**config.mk**
```make
export PLATFORM = sky130hd
export DESIGN_NAME = gat_wh_producer
export DESIGN_NICKNAME = d
export VERILOG_FILES = /design/src/source/gat_pkg.sv /design/src/source/gat_wh_producer.sv
export SDC_FILE = /design/constraint.sdc
export NUM_CORES = 1
export LEC_CHECK = 0
export BUFFER_PORTS_ARGS = -buffer_cell sky130_fd_sc_hd__buf_4
export CAP_MARGIN = 20
export CORE_ASPECT_RATIO = 2
export CORE_MARGIN = 2
export CORE_UTILIZATION = 52
export DETAILED_ROUTE_END_ITERATION = 6
export PLACE_DENSITY_LB_ADDON = 0.2
export SYNTH_ARGS = -nofsm -noshare
export SYNTH_HDL_FRONTEND = slang
export SYNTH_SLANG_ARGS = --single-unit
```
**constraint.sdc**
```tcl
create_clock -name clk -period 5.3 [get_ports clk]
set_clock_uncertainty 0.2 [all_clocks]
set_input_delay 0.265 -clock clk [delete_from_list [all_inputs] [get_ports clk]]
set_output_delay 0.265 -clock clk [all_outputs]
set_load 0.005 [all_outputs]
```
**src/source/gat_pkg.sv**
```systemverilog
`default_nettype none

package gat_pkg;

  // ============================
  // Layer sizes
  // ============================
  localparam int NUM_NODES          = 8;
  localparam int NUM_FEATURE_IN     = 8;
  localparam int NUM_FEATURE_OUT    = 4;
  localparam int DATA_WIDTH         = 8;
  localparam int WH_DATA_WIDTH      = 20;
  localparam int SCORE_WIDTH        = 32;
  localparam int NEW_FEATURE_WIDTH  = 32;
  localparam int TOP_WIDTH          = 32;
  localparam int NUM_FLAGS          = 3;
  localparam int LEAKY_SHIFT        = 3;

  // ============================
  // Memory map
  // ============================
  localparam int H_DATA_DEPTH       = NUM_NODES * NUM_FEATURE_IN;
  localparam int H_DATA_ADDR_W      = $clog2(H_DATA_DEPTH);
  // a follows the row-major W block
  localparam int A_BASE             = NUM_FEATURE_IN * NUM_FEATURE_OUT;
  localparam int WEIGHT_DEPTH       = A_BASE + NUM_FEATURE_OUT;
  localparam int WEIGHT_ADDR_W      = $clog2(WEIGHT_DEPTH);
  localparam int FEAT_SLOTS         = 8;
  localparam int NEW_FEATURE_DEPTH  = NUM_NODES * FEAT_SLOTS;
  localparam int NEW_FEATURE_ADDR_W = $clog2(NEW_FEATURE_DEPTH);
  localparam int WH_FIFO_DEPTH      = 4;

  // Shared word address width for all three memories
  localparam int BRAM_ADDR_W        = (H_DATA_ADDR_W > WEIGHT_ADDR_W) ?
                                      H_DATA_ADDR_W : WEIGHT_ADDR_W;
  localparam int OUT_IDX_W          = $clog2(NUM_FEATURE_OUT);
  localparam int CNT_W              = $clog2(NUM_NODES + 1);

  typedef logic signed [DATA_WIDTH-1:0]    data_t;
  typedef logic signed [WH_DATA_WIDTH-1:0] wh_data_t;
  typedef logic signed [SCORE_WIDTH-1:0]   score_t;
  typedef logic [$clog2(NUM_NODES)-1:0]    node_idx_t;
  typedef logic [$clog2(FEAT_SLOTS)-1:0]   feat_idx_t;
  typedef logic [OUT_IDX_W-1:0]            out_idx_t;
  typedef logic [CNT_W-1:0]                cnt_t;
  typedef logic [NUM_FLAGS-1:0]            flags_t;
  typedef logic [TOP_WIDTH-1:0]            word_t;
  typedef logic [BRAM_ADDR_W-1:0]          bram_addr_t;
  typedef logic [$clog2(WH_FIFO_DEPTH)-1:0]   fifo_ptr_t;
  typedef logic [$clog2(WH_FIFO_DEPTH+1)-1:0] fifo_cnt_t;

  // Loop limits and fixed slots
  localparam node_idx_t LAST_NODE  = node_idx_t'(NUM_NODES - 1);
  localparam feat_idx_t LAST_IN    = feat_idx_t'(NUM_FEATURE_IN - 1);
  localparam out_idx_t  LAST_OUT   = out_idx_t'(NUM_FEATURE_OUT - 1);
  localparam feat_idx_t SCORE_SLOT = feat_idx_t'(NUM_FEATURE_OUT);
  localparam feat_idx_t LAST_SLOT  = feat_idx_t'(FEAT_SLOTS - 1);
  localparam fifo_cnt_t FIFO_FULL  = fifo_cnt_t'(WH_FIFO_DEPTH);
  localparam cnt_t      ALL_NODES  = cnt_t'(NUM_NODES);

  typedef struct packed {
    logic       ena;
    logic       wea;
    bram_addr_t addr;
    word_t      data;
  } bram_wr_t;

  typedef struct packed {
    node_idx_t                           node;
    wh_data_t [NUM_FEATURE_OUT-1:0]      wh;
  } wh_vec_t;

  typedef enum logic [2:0] {
    P_IDLE,
    P_READ,
    P_ACC,
    P_EMIT,
    P_DONE
  } prod_state_t;

  typedef enum logic [1:0] {
    C_IDLE,
    C_WRITE,
    C_DONE
  } cons_state_t;

endpackage

`default_nettype wire

```
**src/source/gat_wh_producer.sv**
```systemverilog
`timescale 1ns/1ps
`default_nettype none

module gat_wh_producer (
  input  wire logic              clk,
  input  wire logic              rst_n,
  input  gat_pkg::flags_t        load_done,
  output gat_pkg::bram_addr_t    h_addr,
  input  gat_pkg::data_t         h_dout,
  output gat_pkg::bram_addr_t    w_addr,
  input  gat_pkg::data_t         w_dout,
  output logic                   wh_valid,
  output gat_pkg::wh_vec_t       wh_vec,
  input  wire logic              wh_ready,
  output gat_pkg::cnt_t          nodes_emitted
);

  gat_pkg::prod_state_t state_q;
  gat_pkg::node_idx_t   node_q;
  gat_pkg::out_idx_t    out_q;
  gat_pkg::feat_idx_t   in_q;
  logic                 mac_en_q;
  logic                 first_q;
  logic                 start;
  logic signed [2*gat_pkg::DATA_WIDTH-1:0] prod;
  gat_pkg::wh_data_t    acc_q;
  gat_pkg::wh_data_t    acc_base;
  gat_pkg::wh_data_t    sum_next;

  assign start = &load_done;

  // H row of this node, W row of this input, column of this output
  assign h_addr = gat_pkg::bram_addr_t'(node_q * gat_pkg::NUM_FEATURE_IN + in_q);
  assign w_addr = gat_pkg::bram_addr_t'(in_q * gat_pkg::NUM_FEATURE_OUT + out_q);

  // ============================
  // MAC, one cycle behind reads
  // ============================
  assign prod     = h_dout * w_dout;
  assign acc_base = first_q ? '0 : acc_q;
  assign sum_next = acc_base + gat_pkg::wh_data_t'(prod);

  assign wh_valid = (state_q == gat_pkg::P_EMIT);

  always_ff @(posedge clk) begin
    if (!rst_n) begin
      state_q       <= gat_pkg::P_IDLE;
      node_q        <= '0;
      out_q         <= '0;
      in_q          <= '0;
      mac_en_q      <= 1'b0;
      first_q       <= 1'b0;
      nodes_emitted <= '0;
    end else begin
      mac_en_q <= 1'b0;
      case (state_q)
        gat_pkg::P_IDLE: begin
          if (start) begin
            state_q       <= gat_pkg::P_READ;
            node_q        <= '0;
            out_q         <= '0;
            in_q          <= '0;
            nodes_emitted <= '0;
          end
        end
        gat_pkg::P_READ: begin
          mac_en_q <= 1'b1;
          first_q  <= (in_q == '0);
          in_q     <= in_q + 1'b1;
          if (in_q == gat_pkg::LAST_IN) begin
            state_q <= gat_pkg::P_ACC;
          end
        end
        // Last product lands here
        gat_pkg::P_ACC: begin
          out_q   <= out_q + 1'b1;
          state_q <= (out_q == gat_pkg::LAST_OUT) ? gat_pkg::P_EMIT : gat_pkg::P_READ;
        end
        gat_pkg::P_EMIT: begin
          if (wh_ready) begin
            nodes_emitted <= nodes_emitted + 1'b1;
            if (node_q == gat_pkg::LAST_NODE) begin
              state_q <= gat_pkg::P_DONE;
            end else begin
              node_q  <= node_q + 1'b1;
              state_q <= gat_pkg::P_READ;
            end
          end
        end
        gat_pkg::P_DONE: begin
          if (!start) begin
            state_q <= gat_pkg::P_IDLE;
          end
        end
        default: state_q <= gat_pkg::P_IDLE;
      endcase
    end
  end

  always_ff @(posedge clk) begin
    if (mac_en_q) begin
      acc_q <= sum_next;
    end
    if (state_q == gat_pkg::P_ACC) begin
      wh_vec.wh[out_q] <= sum_next;
      wh_vec.node      <= node_q;
    end
  end

  // Offer holds until the FIFO takes it
  assert property (@(posedge clk) disable iff (!rst_n)
    wh_valid && !wh_ready |=> wh_valid && $stable(wh_vec));

endmodule

`default_nettype wire
```
==> After elaboration in Yosys (flattened, before gate mapping) <==
Index checks and enable logic that the tools add are counted.
{ "totals": {"ff_bits": 120, "wordCells": 69, "in_bits": 22, "output_inout_bits": 100} }
{ "classes": {"add_sub_neg": 7, "n_mul": 1, "muxes": 22, "reduce_logical": 12, "magnitude_cmp": 2, "n_eq_ne": 12} }
{ "ops": {"columns": ["operator", "n"], "rows": [
  ["bitwise mux 80 bit", 1],
  ["demux 20 bit (select 2 bit)", 1],
  ["2-to-1 mux 20 bit", 2],
  ["2-to-1 mux 3 bit", 8],
  ["adder 20 x 16 -> 20 bit", 1],
  ["multiplier 8 x 8 -> 16 bit", 1],
  ["one-hot mux 3 bit (5 select lines)", 1],
  ["one-hot mux 3 bit (2 select lines)", 2],
  ["equality test 3 bit (second input constant)", 3],
  ["2-to-1 mux 4 bit", 2],
  ["inequality test 2 bit (second input constant)", 4],
  ["one-hot mux 4 bit (2 select lines)", 1],
  ["AND reduction 4 bit", 2],
  ["adder 3 x 1 -> 3 bit (second input constant)", 2],
  ["adder 5 x 2 -> 6 bit", 1],
  ["adder 6 x 3 -> 6 bit", 1],
  ["equality test 3 x 2 -> 1 bit (second input constant)", 2],
  ["logical NOT 3 bit", 2],
  ["AND reduction 3 bit", 2],
  ["nonzero test 2 bit", 3],
  ["adder 4 x 1 -> 4 bit (second input constant)", 1],
  ["2-to-1 mux 2 bit", 2],
  ["one-hot mux 2 bit (2 select lines)", 1],
  ["AND reduction 2 bit", 2],
  ["other kinds (8)", 8]
]} }

==> Logic depth before layout (Yosys ltp) <==
Gate-level depths: netlist of the first run.
{ "logic_depth": {"ltp_word": 5, "depth_mapped": 18, "ltp_nobuf": 17} }

==> Least setup slack after synthesis of the first run <==
OpenSTA, ideal clock, no wires.
{ "synth_path": {"path_type": "input port to flip-flop", "start": "in w_dout[1]", "end": "reg acc_q[18] (data pin)", "path_stages": 16, "setup_slack_ns": -0.080, "setup_ns": 0.174, "n_path_buf": 2, "required_time_ns": 4.926, "arrival_ns": 5.006, "cell_sequence": "clkbuf_1 -> and2_1 -> fa_1 -> fa_1 -> inv_1 -> fa_1 -> inv_1 -> fa_1 -> ha_1 -> ha_1 -> buf_6 -> and4_4 -> and2_4 -> o21a_1 -> or4b_4 -> o211ai_2"} }
{ "synth_via": {"elab_chain_len": 2} }
{ "synth_rtl": {"columns": ["item", "line", "text"], "rows": [
  ["start, declared", "gat_wh_producer.sv:11", "input gat_pkg::data_t w_dout,"],
  ["multiplier 8 x 8 -> 16 bit", "gat_wh_producer.sv:39", "assign prod = h_dout * w_dout;"],
  ["adder 20 x 16 -> 20 bit", "gat_wh_producer.sv:41", "assign sum_next = acc_base + gat_pkg::wh_data_t'(prod);"],
  ["net sum_next[18]", "gat_wh_producer.sv:28", "gat_pkg::wh_data_t sum_next;"],
  ["end signal, assigned", "gat_wh_producer.sv:102", "acc_q <= sum_next;"],
  ["end, declared", "gat_wh_producer.sv:26", "gat_pkg::wh_data_t acc_q;"]
]} }
The timed path passes the listed nets, and every way through them passes these cells.
A chain may end at the register's enable or synchronous reset.

==> Final worst setup path of the first run <==
{ "layout_path": {"start": "reg first_q", "end": "reg wh_vec[16] in the netlist's numbering (data pin)"} }
{ "layout_via": {"elab_chain_len": 3} }
{ "layout_rtl": {"columns": ["item", "line", "text"], "rows": [
  ["start, declared", "gat_wh_producer.sv:23", "logic first_q;"],
  ["start signal, assigned", "gat_wh_producer.sv:68", "first_q <= (in_q == '0);"],
  ["2-to-1 mux 20 bit", "gat_wh_producer.sv:40", "assign acc_base = first_q ? '0 : acc_q;"],
  ["adder 20 x 16 -> 20 bit", "gat_wh_producer.sv:41", null],
  ["net sum_next[16]", "gat_wh_producer.sv:28", null],
  ["bitwise mux 80 bit", "gat_wh_producer.sv:105", "wh_vec.wh[out_q] <= sum_next;"],
  ["end, declared", "gat_wh_producer.sv:13", "output gat_pkg::wh_vec_t wh_vec,"]
]} }
The timed path passes the listed nets, and every way through them passes these cells.

==> reports/metrics.cfg, run 1 <==
[clock_network]
cts.clk_slew.worst_paths_ps=50
clk_latency_ps=460
clockBufferDepth=3
cts_setup_buffers=0
cts_tree=done
numCtsBuffers=25
cts_sinks=120
htreeDepth=4
ctsRootBufferMaster=clkbuf_16

[global_routing]
gr-total-overflow=0
grtUsageTotal=0.230
grt_pass1_vias=5739
grt_pass1_wl_microns=28600
grt_max_degree=21
antenna_found_initial=0

[synth]
yosys-top-cells-area=edfxtp_1 39%, fa_1 22%, ha_1 8.9%, inv_1 4.9%, dfxtp_1 4.3%
synth_top_family_by_area=adder cells
synth_flop_cell=edfxtp_1
synth-seq-cells=120
syn_inst=625
syn_area_per_cell_sq_um=12.6
yosysSeqAreaShare=0.437
synth_mux_area_frac=0.00383
synth_cell_types=53
yosys.area_share.adder=0.314
synth-edff-count=103
synth_top_cell_area_share=0.394
synth-async-reset-ratio=0
synth_top_area_cell=edfxtp_1
syn_area_sq_um=7850
synth_nets=791
synth_xor_xnor_area_share=0.0245
synth_compound_area_frac=0.0510
ys_warn_count=0
yosys.area_share.simple=0.108

[worst_setup_path]
path_class=reg2reg
start_kind=flip-flop
arrival_ps=5060
rrSetupSlack_ps=210
cp_cell_sequence=nand2b_1, fa_1, inv_1, fa_1, ha_1, inv_1, fa_1, inv_1, ha_1, ha_1, fa_1, a211oi_2, o21ai_1, and3_1, or3_1, xor2_2
cp_slowest_cell=fa_1
path_delay_family=adder cells
cp-end-kind=flip-flop
cpPeakStageDelay_ps=540
worstRegToRegCells=16
crit_top_cell=fa_1
cp.depth=16
required_ps=5270
critPathMaxFanout=6
path_buf_inv=3

[final_layout]
insertedDiodeCount=0
syn2layout_area_growth_pct=25.2
final_cell_mix=136 x buf_4, 103 x edfxtp_1, 102 x inv_1
layout_commonest_cell=buf_4
layout-drive-gt1-share=0.234
fin_nets=943

[die]
die_x_microns=90.9
dieArea_sq_um=16200
die_h_microns=178
start_util=0.530
rows=63
ioPinCount=122
coreArea_sq_um=14800

[worst_hold_path]
whs_path_depth=5
hp-class=in2reg

[placed_design]
place_ws_ps=27.5
gp_congestion=0.875
port_buffers=120
dp_hpwl_microns=13900

[drt]
ant_nets=0
via_count=5090
postRouteWirelength_microns=17700
detail_route.first_pass.iterations=5
drt_iter0_drc=135
routed_via_density=5.20
avgRoutedWirePerCell_microns=18.1
remaining_drc_errors=0

[run_status]
status=completed

[timing]
drv_slew=0
tightest_slew_ps=1060
period_share=0.960
postLayoutSetupSlackWorst_ps=210
finalSetupViolCount=0
period_minus_slack_ps=5090
fmax_mhz=196
relSlewSlack=0.293
hold_violations=0

[job]
drv_cap=0

-- cell families after synthesis --
| logic type | after synthesis |
|---|---|
| XOR/XNOR | 22 |
| AO/OA/AOI/OAI | 58 |
| AND/OR/NAND/NOR | 158 |
| adder cells (fa/ha/maj) | 144 |
| flip-flops | 120 |
| buffers and inverters | 119 |
| other | 1 |
| multiplexers | 3 |
-- state kept, by name, summed over array words and instances, names as in the netlist --
name	count
acc_q	20
first_q	1
in_q	3
mac_en_q	1
node_q	3
nodes_emitted	4
out_q	2
state_q	3
wh_vec	83
-- worst min-delay path, cell delays in order --
cell     delay [ps]
buf_4           110
nand3_1         110
nor3_1           80
a32oi_1         170
nor2b_1          70
-- through the flow --
step	setup TNS (ps)	utilization	area, sq um	cells	hold WS (ps)
3_5_place_dp	0	0.609	9020	939	292
2_1_floorplan	0	-	7850	625	218
4_1_cts	0	0.657	9730	975	184
3_3_place_gp	0	0.609	9020	939	288
5_1_grt	-37.7	0.663	9830	978	230
6_report	0	0.663	9830	978	198
-- final cells by class --
| type | count | area, sq um |
|---|---|---|
| clock buffer | 28 | 657 |
| fill | 1157 | 4990 |
| inverter | 102 | 383 |
| timing repair buffer | 142 | 1100 |
| multi-input combinational | 386 | 3990 |
| clock inverter | 5 | 22.5 |
| sequential | 120 | 3430 |
| tap | 195 | 244 |
-- cells in the mapped netlist (all sizes together) (2+ instances only) --
cell    number
o21a         4
a211oi       5
edfxtp     103
a22oi        2
a21oi       12
nor3         2
clkbuf       9
nand3       12
mux2i        3
xnor2       17
and3         3
a21boi       4
o21bai       4
a31oi        3
xor2         5
o21ai       10
buf          8
nand2b      12
dfxtp       17
nor2b       21
inv        102
and2        35
ha          56
o211ai       2
nor2        17
nand2       42
fa          88
nor3b        3
or3          3
a21o         4
-- worst paths after layout --
check                     from          to
setup / recovery       first_q  wh_vec[16]
hold / removal    load_done[1]  state_q[2]
setup reg to reg       first_q  wh_vec[16]
hold reg to reg      node_q[1]  wh_vec[81]
-- metal layers --
metal	track usage	up-vias	share of wire
li1	-	2347	-
met1	0.236	2546	0.34
met2	0.456	156	0.59
met3	0.0357	41	0.036
met4	0.0934	0	0.033
met5	0	-	0
-- repair_timing --
item	CTS	global route
endpoints found under the hold margin	17	0
hold buffers	3	0
resized for setup	0	8
endpoints found under the setup margin	0	25
Power of run 1 is left out: the tool's default activity adds up to more than one toggle a clock period on the data nets, which glitch-free logic cannot reach.
==> run 2, diff against run 1 <==
Settings changed: CELL_PAD_IN_SITES_DETAIL_PLACEMENT set to 0, CELL_PAD_IN_SITES_GLOBAL_PLACEMENT set to 1, CORE_UTILIZATION 52 to 42.
==> reports/metrics.cfg, run 2 (synthesized netlist as in run 1, its figures left out) <==
[run_status]
status=completed

[timing]
finalSetupViolCount=0  ; unchanged
tightest_slew_ps=948  ; -113 ps
grt_setup_unrepaired=no
drv_slew=0  ; unchanged
fmax_mhz=201  ; +2.3%
hold_violations=0  ; unchanged
period_minus_slack_ps=4970  ; -117 ps
setup-tns-final_ps=0  ; unchanged
period_share=0.938  ; -0.0220
relSlewSlack=0.367  ; +0.0748

[clock_network]
clk_latency_ps=460  ; about the same
cts_sinks=120  ; unchanged
numCtsBuffers=25  ; unchanged
cts.clk_slew.worst_paths_ps=50  ; about the same
ctsRootBufferMaster=clkbuf_16
cts_tree=done
htreeDepth=4  ; unchanged
clockBufferDepth=3  ; unchanged

[final_layout]
layout_commonest_cell=buf_4
reg.largest.list=wh_vec (83), acc_q (20), nodes_emitted (4)
syn2layout_area_growth_pct=26.7
largest_reg_flops=83  ; unchanged
layout-drive-gt1-share=0.238  ; +0.00389
multi_input_area_sq_um=3970  ; -0.60%
insertedDiodeCount=0  ; unchanged
fillers=1559  ; +35%
regArea_sq_um=3430  ; about the same
final_cell_mix=137 x buf_4, 103 x edfxtp_1, 102 x inv_1
regMostFlops=wh_vec
fin_nets=947  ; +0.42%

[worst_setup_path]
cp_slowest_cell=fa_1
cp-end-kind=flip-flop
critPathMaxFanout=5  ; -1
path_class=reg2reg
cp_cell_sequence=nand2b_1, fa_1, inv_1, fa_1, inv_1, fa_1, inv_1, fa_1, fa_1, ha_1, o21ai_1, o21ai_1, and3_1, or3_1, xor2_2
arrival_ps=4950  ; -110 ps
start_kind=flip-flop
path_delay_family=adder cells
crit_top_cell=fa_1
cpPeakStageDelay_ps=510  ; -30 ps
path_buf_inv=3  ; unchanged
required_ps=5270  ; about the same

[global_routing]
antenna_found_initial=0  ; unchanged
grt_max_degree=21  ; unchanged
grt_pass1_vias=5699  ; -0.70%
gr-total-overflow=0  ; unchanged
grtUsageTotal=0.195  ; -0.0357
grt_pass1_wl_microns=29700  ; +3.8%

[die]
ioPinCount=122  ; unchanged
die_h_microns=197  ; +11%
dieArea_sq_um=19900  ; +23%
die_x_microns=101  ; +11%
rows=70  ; +11%
coreArea_sq_um=18300  ; +24%
start_util=0.429  ; -0.101

[drt]
avgRoutedWirePerCell_microns=18.2  ; +0.65%
ant_nets=0  ; unchanged
via_count=5106  ; +0.31%
remaining_drc_errors=0  ; unchanged
detail_route.first_pass.iterations=4  ; -1
drt_iter0_drc=215  ; +59%
routed_via_density=5.09  ; -2.2%
postRouteWirelength_microns=18300  ; +3.2%

[placed_design]
dp_hpwl_microns=14800  ; +6.4%
gp_congestion=0.810  ; -7.4%
port_buffers=120  ; unchanged

[worst_hold_path]
hp-class=in2reg

[job]
drv_cap=0  ; unchanged

## run 2: cell count changes in the layout (fill, tap and decap cells not counted), moves of 2 or more
| cell | previous run | this run |
|---|---|---|
| buf_16 | 0 | 4 |
| buf_8 | 3 | 0 |
| clkbuf_8 | 2 | 0 |
| xnor2_1 | 13 | 15 |
| xnor2_2 | 4 | 2 |
## run 2: worst register-to-register path, cell delays in order (launching register included)
cell      delay (ps)
dfxtp_2          340
nand2b_1         170
fa_1             480
inv_1             60
fa_1             510
inv_1             50
fa_1             470
inv_1             60
fa_1             460
fa_1             470
ha_1             340
o21ai_1          190
o21ai_1          140
and3_1           190
or3_1            370
xor2_2           200
## run 2: cell type report
class                   instances  share of cell area
repair buffers                146               0.121
inverters                     102              0.0385
clock inverters                 7             0.00579
clock buffers                  26              0.0633
multi-input cells             386               0.399
well taps                     216              0.0272
flip-flops and latches        120               0.345
## run 2: timing repair
action                                  CTS  global route
hold endpoints to repair                 16             0
gates resized for setup                   0             8
hold buffers                              3             0
setup buffers                             0             0
endpoints found under the setup margin    0            25
## run 2: final timing paths
check / start / endpoint / slack (ps) / depth (start not counted)
worst max register to register: first_q / acc_q[16] / 330 / 15
worst max-delay path: first_q / acc_q[16] / 330 / 15
worst min-delay path: load_done[1] / state_q[0] / 180 / 5
worst min register to register: node_q[2] / wh_vec[82] / 310 / 0
## run 2: layer usage
layer,wire length [microns],vias to the layer above,track usage
li1,-,2363,-
met3,589,30,0.0258
met2,10700,117,0.372
met1,6510,2596,0.212
met4,454,0,0.0710
met5,0,-,0
## run 2: metrics by stage
step | hold WS (ps) | area [sq um] | instances | setup WS (ps) | util
2_1_floorplan | 218 | 7850 | 625 | 43.6 | -
3_3_place_gp | 301 | 9080 | 963 | 11.8 | 0.496
3_5_place_dp | 308 | 9190 | 967 | -14.9 | 0.502
4_1_cts | 174 | 9910 | 1003 | 29.6 | 0.541
5_1_grt | 207 | 9940 | 1003 | 103 | 0.543
6_report | 175 | 9940 | 1003 | 327 | 0.543
Power of run 2 is left out for the same reason.
==> run 3, diff against run 2 <==
Settings changed: CORE_UTILIZATION 42 to 47.
Clock period 5.3 ns to 5.7 ns, I/O delays scaled along.
==> reports/metrics.cfg, run 3 (synthesized netlist as in run 1, its figures left out) <==
[timing]
hold_violations=0  ; unchanged
setup-tns-final_ps=0  ; unchanged
period_minus_slack_ps=5270  ; +298 ps
finalSetupViolCount=0  ; unchanged
fmax_mhz=190  ; -5.6%
tightest_slew_ps=988  ; +40.0 ps
period_share=0.925  ; -0.0136
grt_setup_unrepaired=no
drv_slew=0  ; unchanged
hold_ws_ps=203  ; +28.0 ps
relSlewSlack=0.341  ; -0.0267

[worst_setup_path]
rrSetupSlack_ps=430  ; +100 ps
required_ps=5710  ; +440 ps
start_kind=flip-flop
r2r_end=wh_vec[76]
arrival_ps=5280  ; +330 ps
path_class=reg2reg
worstRegToRegCells=16  ; +1
critPathMaxFanout=9  ; +4
r2r_start=first_q
cp-end-kind=flip-flop

[job]
drv_cap=0  ; unchanged

[final_layout]
layout_commonest_cell=buf_4
fin_nets=933  ; -1.5%
final_cell_mix=125 x buf_4, 103 x edfxtp_1, 102 x inv_1
layout-drive-gt1-share=0.215  ; -0.0226
stdcell_count=976  ; -2.7%
syn2layout_area_growth_pct=24.0
reg.largest.list=wh_vec (83), acc_q (20), nodes_emitted (4)
insertedDiodeCount=0  ; unchanged
largest_reg_flops=83  ; unchanged
regMostFlops=wh_vec

[clock_network]
clockBufferDepth=3  ; unchanged
cts_setup_buffers=0  ; unchanged
numCtsBuffers=25  ; unchanged
cts_tree=done
clk_latency_ps=450  ; about the same
cts.clk_slew.worst_paths_ps=50  ; about the same
cts_sinks=120  ; unchanged
ctsRootBufferMaster=clkbuf_16
htreeDepth=4  ; unchanged

[die]
coreArea_sq_um=16400  ; -11%
die_x_microns=95.4  ; -5.2%
rows=66  ; -5.7%
ioPinCount=122  ; unchanged
die_h_microns=187  ; -5.4%
dieArea_sq_um=17800  ; -10%
start_util=0.480  ; +0.0513

[drt]
met3_length_microns=568  ; -3.6%
drt_iter0_drc=224  ; +4.2%
detail_route.first_pass.iterations=6  ; +2
via_count=4980  ; -2.5%
wl_met1_microns=6110  ; -6.2%
met2_length_microns=9770  ; -8.9%
routed_via_density=5.10  ; +0.23%
top_layer_used=met4
avgRoutedWirePerCell_microns=17.5  ; -3.9%
postRouteWirelength_microns=17100  ; -6.5%
ant_nets=0  ; unchanged
remaining_drc_errors=0  ; unchanged

[global_routing]
gr-total-overflow=0  ; unchanged
antenna_found_initial=0  ; unchanged
grt_max_degree=21  ; unchanged
grt_pass1_vias=5655  ; -0.77%
grtUsageTotal=0.207  ; +0.0125
grt_pass1_wl_microns=28500  ; -4.2%

[worst_hold_path]
hold_end=state_q[0]
hp-class=in2reg
hold_start=load_done[1]
whs_path_depth=5  ; unchanged

[placed_design]
place_inst=937  ; -3.1%
gp_congestion=0.868  ; +7.2%
dp_hpwl_microns=13600  ; -7.6%
port_buffers=120  ; unchanged

[run_status]
status=completed

[run 3: metrics by stage]
stage	area [sq um]	worst slack, ps	utilization
final	9740	429	0.595
after global routing	9740	45.6	0.595
after CTS	9650	395	0.590
after detailed placement	8950	123	0.547
after global placement	8950	238	0.547
after floorplan	7850	300	-
[run 3: what timing repair did]
action                                 4_1_cts  5_1_grt
hold buffers                                 3        0
gates resized for setup                      0        0
endpoints found under the hold margin       15        0
[run 3: per-layer routing]
metal,GRT usage,up-vias
li1,-,2332
met1,0.228,2482
met2,0.385,122
met3,0.0283,44
met4,0.0852,0
met5,0,-
[run 3: worst max-delay path by stage]
stage | endpoint | slack (ps) | startpoint | cells past startpoint
2_1_floorplan | acc_q[18] | 300 | w_dout[1] | 16
3_3_place_gp | wh_vec[78] | 240 | h_dout[7] | 15
3_5_place_dp | wh_vec[56] | 120 | h_dout[7] | 15
4_1_cts | wh_vec[76] | 400 | first_q | 16
5_1_grt | acc_q[16] | 50 | first_q | 16
6_report | wh_vec[76] | 430 | first_q | 16
[run 3: cell type report]
cell class                      count  area [sq um]
Tap cell                          204           255
Timing Repair Buffer              132          1050
Inverter                          102           383
Clock buffer                       29           661
Sequential cell                   120          3430
Fill cell                        1357          6620
Multi-Input combinational cell    386          3940
Clock inverter                      3          15.0
[run 3: worst max-delay path, cell delays in order, from the launching register on]
cell      delay (ps)
dfxtp_1          390
nand2b_1         200
fa_1             480
inv_1             50
fa_1             450
ha_1             290
inv_1             50
fa_1             530
inv_1             40
ha_1             280
ha_1             240
fa_1             440
a211oi_1         330
o21ai_1          190
and3_1           190
or3_1            330
xor2_1           340
Power of run 3 is left out for the same reason.
